$ cat config.mk
export PLATFORM = sky130hd
export DESIGN_NAME = stopwatchTop
export DESIGN_NICKNAME = d
export VERILOG_FILES = /design/src/hdl/stopwatchPkg.sv /design/src/hdl/stopwatchControl.sv /design/src/hdl/tickTimer.sv /design/src/hdl/bcdTimeCounter.sv /design/src/hdl/ledScan.sv /design/src/hdl/stopwatchTop.sv
export SDC_FILE = /design/constraint.sdc
export NUM_CORES = 1
export LEC_CHECK = 0
export ABC_AREA = 1
export BUFFER_PORTS_ARGS = -buffer_cell sky130_fd_sc_hd__buf_2
export CAP_MARGIN = 20
export CORE_MARGIN = 1
export CORE_UTILIZATION = 50
export CTS_CLUSTER_DIAMETER = 40
export DETAILED_ROUTE_END_ITERATION = 8
export PLACE_DENSITY = 0.71
export SKIP_CTS_REPAIR_TIMING = 1
export SYNTH_ARGS = -nofsm -noshare
export SYNTH_HDL_FRONTEND = slang
export SYNTH_SLANG_ARGS = --single-unit
$ cat constraint.sdc
create_clock -name clk -period 5.5 [get_ports clk]
set_input_delay 0.825 -clock clk [delete_from_list [all_inputs] [get_ports clk]]
set_output_delay 0.825 -clock clk [all_outputs]
set_load 0.02 [all_outputs]
$ cat src/hdl/stopwatchPkg.sv
package stopwatchPkg;

    ////////////////////////////////////////
    // display geometry
    ////////////////////////////////////////
    localparam int DigitCount = 8;             // digits on the board
    localparam int DigitBits  = 4;             // one BCD nibble per digit
    localparam int ScanBits   = 3;             // one digit lit per cycle

    // decimal points after seconds, minutes and hours
    localparam logic [DigitCount-1:0] SeparatorMask = 8'b0101_0100;

    ////////////////////////////////////////
    // timing
    ////////////////////////////////////////
    localparam int TickDivide = 4;             // enabled cycles per hundredth, sim sized
    localparam int PhaseBits  = $clog2(TickDivide);

    typedef logic [DigitBits-1:0]            digitT;
    typedef logic [DigitCount*DigitBits-1:0] timeDigitsT;
    typedef logic [7:0]                      segmentT;   // bit 7 is dp, all active low
    typedef logic [DigitCount-1:0]           anodeT;     // one-hot, active high
    typedef logic [PhaseBits-1:0]            phaseT;

    // highest value per digit, HH:MM:SS.hh from digit 7 down to digit 0
    localparam timeDigitsT DigitMax = 32'h9959_5999;

    ////////////////////////////////////////
    // control FSM
    ////////////////////////////////////////
    typedef enum logic [1:0]
    {
        Idle,
        Running,
        Paused,
        LapHold
    } controlStateT;

endpackage

$ cat src/hdl/stopwatchControl.sv
module stopwatchControl
(
    input  logic clk,
    input  logic reset_n,
    input  logic startStop,      // one-cycle strobe
    input  logic lap,            // one-cycle strobe
    output logic countEnable,
    output logic clearCount,
    output logic freezeDisplay,
    output logic separatorOn
);

    stopwatchPkg::controlStateT state;
    stopwatchPkg::controlStateT nextState;
    logic                       goIdle;

    ////////////////////////////////////////
    // transitions
    ////////////////////////////////////////
    always_comb
    begin
        nextState = state;
        // startStop takes priority when both strobes land together
        case (state)
            stopwatchPkg::Idle:
            begin
                if (startStop)
                    nextState = stopwatchPkg::Running;
            end
            stopwatchPkg::Running:
            begin
                if (startStop)
                    nextState = stopwatchPkg::Paused;
                else if (lap)
                    nextState = stopwatchPkg::LapHold;
            end
            stopwatchPkg::Paused:
            begin
                if (startStop)
                    nextState = stopwatchPkg::Running;
                else if (lap)
                    nextState = stopwatchPkg::Idle;   // also clears the count
            end
            stopwatchPkg::LapHold:
            begin
                if (startStop)
                    nextState = stopwatchPkg::Paused;
                else if (lap)
                    nextState = stopwatchPkg::Running;
            end
            default:
                nextState = stopwatchPkg::Idle;
        endcase
    end

    assign goIdle = (state == stopwatchPkg::Paused) && (nextState == stopwatchPkg::Idle);

    always_ff @(posedge clk)
    begin
        if (!reset_n)
        begin
            state      <= stopwatchPkg::Idle;
            clearCount <= 1'b0;
        end
        else
        begin
            state      <= nextState;
            clearCount <= goIdle;       // single pulse on the way back to idle
        end
    end

    // level outputs straight from the state
    assign countEnable   = (state == stopwatchPkg::Running) || (state == stopwatchPkg::LapHold);
    assign freezeDisplay = (state == stopwatchPkg::LapHold);
    assign separatorOn   = countEnable;

endmodule

$ cat src/hdl/tickTimer.sv
module tickTimer
(
    input  logic clk,
    input  logic reset_n,
    input  logic countEnable,
    input  logic clearCount,
    output logic tick            // one cycle per hundredth
);

    localparam stopwatchPkg::phaseT LastPhase =
        stopwatchPkg::phaseT'(stopwatchPkg::TickDivide - 1);

    stopwatchPkg::phaseT phase;
    logic                phaseEnd;

    assign phaseEnd = (phase == LastPhase);
    assign tick     = countEnable && phaseEnd;

    // phase is held while paused so no partial hundredth is lost
    always_ff @(posedge clk)
    begin
        if (!reset_n)
            phase <= '0;
        else if (clearCount)
            phase <= '0;
        else if (countEnable)
        begin
            if (phaseEnd)
                phase <= '0;            // wrap with the tick
            else
                phase <= phase + 1'b1;
        end
    end

endmodule

$ cat src/hdl/bcdTimeCounter.sv
module bcdTimeCounter
(
    input  logic                     clk,
    input  logic                     reset_n,
    input  logic                     tick,
    input  logic                     clearCount,
    input  logic                     freezeDisplay,
    output stopwatchPkg::timeDigitsT shownDigits
);

    stopwatchPkg::timeDigitsT liveDigits;
    stopwatchPkg::timeDigitsT liveNext;

    ////////////////////////////////////////
    // mixed radix increment
    ////////////////////////////////////////
    // each digit rolls over at its own limit from DigitMax,
    // the carry ripples upward from hundredths
    function automatic stopwatchPkg::timeDigitsT incrementTime
    (
        input stopwatchPkg::timeDigitsT current
    );
        stopwatchPkg::timeDigitsT result;
        stopwatchPkg::digitT      digit;
        stopwatchPkg::digitT      limit;
        logic                     carry;

        result = current;
        carry  = 1'b1;
        for (int i = 0; i < stopwatchPkg::DigitCount; i++)
        begin
            digit = current[i*stopwatchPkg::DigitBits +: stopwatchPkg::DigitBits];
            limit = stopwatchPkg::DigitMax[i*stopwatchPkg::DigitBits +: stopwatchPkg::DigitBits];
            if (carry)
            begin
                if (digit == limit)
                    digit = '0;                 // roll over, carry moves on
                else
                begin
                    digit = digit + 1'b1;
                    carry = 1'b0;
                end
            end
            result[i*stopwatchPkg::DigitBits +: stopwatchPkg::DigitBits] = digit;
        end
        // past 99:59:59.99 every digit has rolled, so the result is all zero
        return result;
    endfunction

    assign liveNext = tick ? incrementTime(liveDigits) : liveDigits;

    ////////////////////////////////////////
    // live count and display copy
    ////////////////////////////////////////
    always_ff @(posedge clk)
    begin
        if (!reset_n)
            liveDigits <= '0;
        else if (clearCount)
            liveDigits <= '0;
        else
            liveDigits <= liveNext;
    end

    // display tracks the live count in step unless a lap is held
    always_ff @(posedge clk)
    begin
        if (!reset_n)
            shownDigits <= '0;
        else if (clearCount)
            shownDigits <= '0;
        else if (!freezeDisplay)
            shownDigits <= liveNext;
    end

endmodule

$ cat src/hdl/ledScan.sv
module ledScan
(
    input  logic                     clk,
    input  logic                     reset_n,
    input  stopwatchPkg::timeDigitsT shownDigits,
    input  logic                     separatorOn,
    output stopwatchPkg::segmentT    ledCode,
    output stopwatchPkg::anodeT      an
);

    logic [stopwatchPkg::ScanBits-1:0] scanCount;
    stopwatchPkg::digitT               hexIn;
    logic                              dp;

    ////////////////////////////////////////
    // scan counter
    ////////////////////////////////////////
    always_ff @(posedge clk)
    begin
        if (!reset_n)
            scanCount <= '0;
        else
            scanCount <= scanCount + 1'b1;      // next digit every cycle
    end

    ////////////////////////////////////////
    // digit select
    ////////////////////////////////////////
    always_comb
    begin
        an    = stopwatchPkg::anodeT'(1) << scanCount;   // high enables the digit
        hexIn = shownDigits[scanCount*stopwatchPkg::DigitBits +: stopwatchPkg::DigitBits];
        // point is active low, lit only on separator digits
        dp    = ~(separatorOn & stopwatchPkg::SeparatorMask[scanCount]);
    end

    ////////////////////////////////////////
    // seven segment decode
    ////////////////////////////////////////
    // common anode, segment bits g..a, low lights the segment
    always_comb
    begin
        case (hexIn)
            4'h0:    ledCode[6:0] = 7'b100_0000;
            4'h1:    ledCode[6:0] = 7'b111_1001;
            4'h2:    ledCode[6:0] = 7'b010_0100;
            4'h3:    ledCode[6:0] = 7'b011_0000;
            4'h4:    ledCode[6:0] = 7'b001_1001;
            4'h5:    ledCode[6:0] = 7'b001_0010;
            4'h6:    ledCode[6:0] = 7'b000_0010;
            4'h7:    ledCode[6:0] = 7'b111_1000;
            4'h8:    ledCode[6:0] = 7'b000_0000;
            4'h9:    ledCode[6:0] = 7'b001_0000;
            4'hA:    ledCode[6:0] = 7'b000_1000;  // hex letters, never seen in BCD
            4'hB:    ledCode[6:0] = 7'b000_0011;
            4'hC:    ledCode[6:0] = 7'b100_0110;
            4'hD:    ledCode[6:0] = 7'b010_0001;
            4'hE:    ledCode[6:0] = 7'b000_0110;
            4'hF:    ledCode[6:0] = 7'b000_1110;
            default: ledCode[6:0] = 7'b100_0000;
        endcase
        ledCode[7] = dp;
    end

endmodule

$ cat src/hdl/stopwatchTop.sv
module stopwatchTop
(
    input  logic                  clk,
    input  logic                  reset_n,
    input  logic                  startStop,    // debounced strobe
    input  logic                  lap,          // debounced strobe
    output stopwatchPkg::segmentT ledCode,
    output stopwatchPkg::anodeT   an
);

    logic                     countEnable;
    logic                     clearCount;
    logic                     freezeDisplay;
    logic                     separatorOn;
    logic                     tick;
    stopwatchPkg::timeDigitsT shownDigits;

    ////////////////////////////////////////
    // control and timebase
    ////////////////////////////////////////
    stopwatchControl stopwatchControl_inst
    (
        .clk           (clk),
        .reset_n       (reset_n),
        .startStop     (startStop),
        .lap           (lap),
        .countEnable   (countEnable),
        .clearCount    (clearCount),
        .freezeDisplay (freezeDisplay),
        .separatorOn   (separatorOn)
    );

    tickTimer tickTimer_inst
    (
        .clk         (clk),
        .reset_n     (reset_n),
        .countEnable (countEnable),
        .clearCount  (clearCount),
        .tick        (tick)
    );

    ////////////////////////////////////////
    // count and display
    ////////////////////////////////////////
    bcdTimeCounter bcdTimeCounter_inst
    (
        .clk           (clk),
        .reset_n       (reset_n),
        .tick          (tick),
        .clearCount    (clearCount),
        .freezeDisplay (freezeDisplay),
        .shownDigits   (shownDigits)
    );

    ledScan ledScan_inst
    (
        .clk         (clk),
        .reset_n     (reset_n),
        .shownDigits (shownDigits),
        .separatorOn (separatorOn),
        .ledCode     (ledCode),
        .an          (an)
    );

endmodule

==> impl_metrics.csv <==
group,metric,value,unit
status,outcome,"complete, no violations",
worst_hold_path,hp-class,"flop to flop",
yosys,synth.cell_area,3830,um^2
yosys,synth.yosys.warnings,0,
power_and_ir_drop,p_sw,292,uW
yosys,postSynthCellCount,547,
yosys,synth_top_cells_by_count,"sky130_fd_sc_hd__nand2_1 (98), sky130_fd_sc_hd__nor2_1 (82), sky130_fd_sc_hd__inv_1 (74)",
place,port-buffer-count,19,
worst_setup_path,setup.worst_path.class,"flop to output pin",
global_route,global_route_wire_length_before_repair,12800,um
clocking,clock_tree.buffer_depth,2,
clocking,cts_bufs_inserted,9,
clocking,clk_lat_worst_skew,330,ps
worst_hold_path,hold_path_end,"tickTimer_inst.phase[1]",
drt,via_per_inst,5.03,
drt,drt_drc_violations_left,0,
yosys,synth.net_count,564,
worst_setup_path,worst_r2r_endpoint,"bcdTimeCounter_inst.shownDigits[29]",
power_and_ir_drop,portion_of_total_power_attributed_to_combinational_logic,12.9,%
timing,final_hold_viol_count,0,
yosys,dominant_cells_by_area_after_synthesis,"sky130_fd_sc_hd__dfxtp_1 (38%), sky130_fd_sc_hd__nand2_1 (9.6%), sky130_fd_sc_hd__nor2_1 (8.0%), sky130_fd_sc_hd__inv_1 (7.3%), sky130_fd_sc_hd__o21ai_0 (6.4%)",
worst_setup_path,timing.critical_path.fanout_max,23,
timing,setup_viol,0,
power_and_ir_drop,total_power_draw,1120,uW
timing,final-max-slew-violation-count,0,
worst_hold_path,min_from,"tickTimer_inst.phase[1]",
power_and_ir_drop,power_switching_share,26.0,%
place,dpl_worst_slack,1930,ps
power_and_ir_drop,power.share.clock,38.2,%
timing,period_share,71.6,%
die,die_area,8010,um^2
die,core.rowCount,31,
run,max_cap_viol_count,0,
worst_setup_path,worstReg2RegStart,"tickTimer_inst.phase[0]",
timing,max_freq,254,MHz
die,initial_standard_cell_utilization_of_the_core,52.2,%
power_and_ir_drop,internal_power,832,uW
power_and_ir_drop,cellPowerDensity,271,nW/um^2
drt,route.detailed.wl_per_inst,11.9,um
clocking,clk_pin_slew,70,ps
place,dp_hpwl,5800,um
layout,final_util,56.6,%
place,globalplace.congestion,0.791,
die,die-width,89.5,um
yosys,synthDistinctLibCells,38,
layout,layout-drive-gt1-share,10.6,%
yosys,post-synth-top-area-cell,"sky130_fd_sc_hd__dfxtp_1",
power_and_ir_drop,power.static_leakage,0.00197,uW
layout,design.final.nets,577,
global_route,grt_overflow_total,0,
timing,max_slew_margin,46.1,%
worst_setup_path,crit_arrival,3110,ps
die,ios,20,
layout,antenna_cells,0,
die,die_y,89.5,um
power_and_ir_drop,p_seq_share,48.9,%
yosys,synth.most_common_cell,"sky130_fd_sc_hd__nand2_1",
layout,area_delta_synth_final,8.37,%
drt,ant_nets,0,
clocking,cts-htree-levels,3,
timing,max_clock_skew,10.9,ps
yosys,synthesis.area_per_instance,7.00,um^2
global_route,grt_max_degree,58,
yosys,ys_seq_elements,73,
global_route,antenna_violations_before_repair,0,
global_route,first_global_vias,2917,
yosys,synth_edf_count,0,
yosys,yosysSeqAreaShare,38.2,%
worst_setup_path,timing.reg2reg.worst_path_depth,12,
global_route,grt_usage,21.0,%
yosys,synth_largest_type_area_fraction,38.2,%
clocking,tritoncts,"done",
drt,routed-via-count,3343,
worst_setup_path,worst_setup_path_end_kind,"output pin",
worst_setup_path,critical_path.startpoint_type,"flop",
timing,setup-tns-final,0,ps
timing,finalWorstPathRequiredPeriod,3940,ps
yosys,synth_top_flop_cell,"sky130_fd_sc_hd__dfxtp_1",
worst_hold_path,min_path_cells,2,
drt,drt_pre_antenna_iters,5,
drt,postRouteWirelength,7900,um
clocking,cts_root_buf,"sky130_fd_sc_hd__clkbuf_8",
timing,worstMarginPinSlew,808,ps
clocking,clkSinkCount,73,
worst_setup_path,crit_required,4680,ps
timing,grt_setup_unrepaired,"false",
worst_setup_path,ff2ff_setup_slack,3560,ps
timing,post-route-worst-setup-slack,1560,ps
yosys,async_flop_share,0,%
die,floorplan.core_area,7330,um^2
power_and_ir_drop,worst_ir_drop_vdd,145,uV
drt,initialDrtViolationCount,156,
[cell usage in the layout (no fill, tap or decap), types with 8 or more instances in the layout]
cell type	Yosys	final
sky130_fd_sc_hd__dfxtp_1	73	73
sky130_fd_sc_hd__buf_2	5	19
sky130_fd_sc_hd__o21ai_0	49	49
sky130_fd_sc_hd__ha_1	13	13
sky130_fd_sc_hd__xor2_1	10	10
sky130_fd_sc_hd__clkbuf_8	2	12
sky130_fd_sc_hd__nand2_1	98	98
sky130_fd_sc_hd__a21oi_1	39	39
sky130_fd_sc_hd__nand3_1	36	36
sky130_fd_sc_hd__inv_1	74	74
sky130_fd_sc_hd__nor2_1	82	82
sky130_fd_sc_hd__o211ai_1	8	8
[state kept, by name, indices dropped and copies added (netlist names), named ones only]
name,flops
stopwatchControl_inst.state,2
bcdTimeCounter_inst.shownDigits,32
ledScan_inst.scanCount,3
stopwatchControl_inst.clearCount,1
bcdTimeCounter_inst.liveDigits,32
tickTimer_inst.phase,2
[cells by family (layout without fill, tap and decap cells)]
family	after synthesis	after routing	synth area share (%)
compound gates	106	106	14.7
xor+xnor	11	11	2.52
fa+ha+maj	13	13	4.25
buf+inv	99	117	11.1
flops	73	73	38.2
simple gates	245	245	29.2
[how the worst max path moves through the flow]
stage                      end                       from  depth (start not counted)  slack [ps]
global placement    ledCode[2]  ledScan_inst.scanCount[0]                          9        2070
finish              ledCode[2]  ledScan_inst.scanCount[0]                          9        1560
floorplan           ledCode[2]  ledScan_inst.scanCount[0]                          9        2580
detailed placement  ledCode[2]  ledScan_inst.scanCount[0]                          9        1930
CTS                 ledCode[2]  ledScan_inst.scanCount[0]                          9        1550
global route        ledCode[2]  ledScan_inst.scanCount[0]                          9        1100
[metrics by stage]
stage	area, um^2	hold WS [ps]	cells
finish	4150	476	664
global placement	3940	457	648
detailed placement	3940	463	648
floorplan	3830	443	547
global route	4150	487	664
CTS	4150	475	664
[final cells by class]
cell class              instances  area (um^2)
inverters                      80          305
clock buffers                  14          173
flip-flops and latches         73         1460
multi-input cells             375         1940
fillers                       698         3180
repair buffers                 21          110
well taps                      99          124
clock inverters                 2         35.0
[power by group through the flow]
| stage | clock [uW] | sequential, uW | combinational [uW] |
|---|---|---|---|
| after floorplan | 0 | 553 | 120 |
| after global placement | 0 | 561 | 142 |
| after detailed placement | 0 | 562 | 145 |
| after CTS | 437 | 550 | 146 |
| after global routing | 459 | 551 | 166 |
| final | 429 | 550 | 145 |
[per-layer routing]
metal | vias up | global-route usage [%] | part of all wire [%]
met5 | - | 0 | 0
met4 | 0 | 7.22 | 1.4
met3 | 11 | 4.52 | 2.3
met2 | 38 | 37.1 | 49
met1 | 1521 | 25.3 | 47
li1 | 1773 | - | -
[critical path, stage by stage, from the launching register on]
cell                       delay (ps)
sky130_fd_sc_hd__dfxtp_1          740
sky130_fd_sc_hd__inv_1            370
sky130_fd_sc_hd__o21ai_0          240
sky130_fd_sc_hd__o22ai_1           90
sky130_fd_sc_hd__o21ai_1          390
sky130_fd_sc_hd__inv_1            160
sky130_fd_sc_hd__ha_1             260
sky130_fd_sc_hd__o21ai_0          200
sky130_fd_sc_hd__a21boi_1         170
sky130_fd_sc_hd__buf_2            170
(Power assumes the default switching activity.)
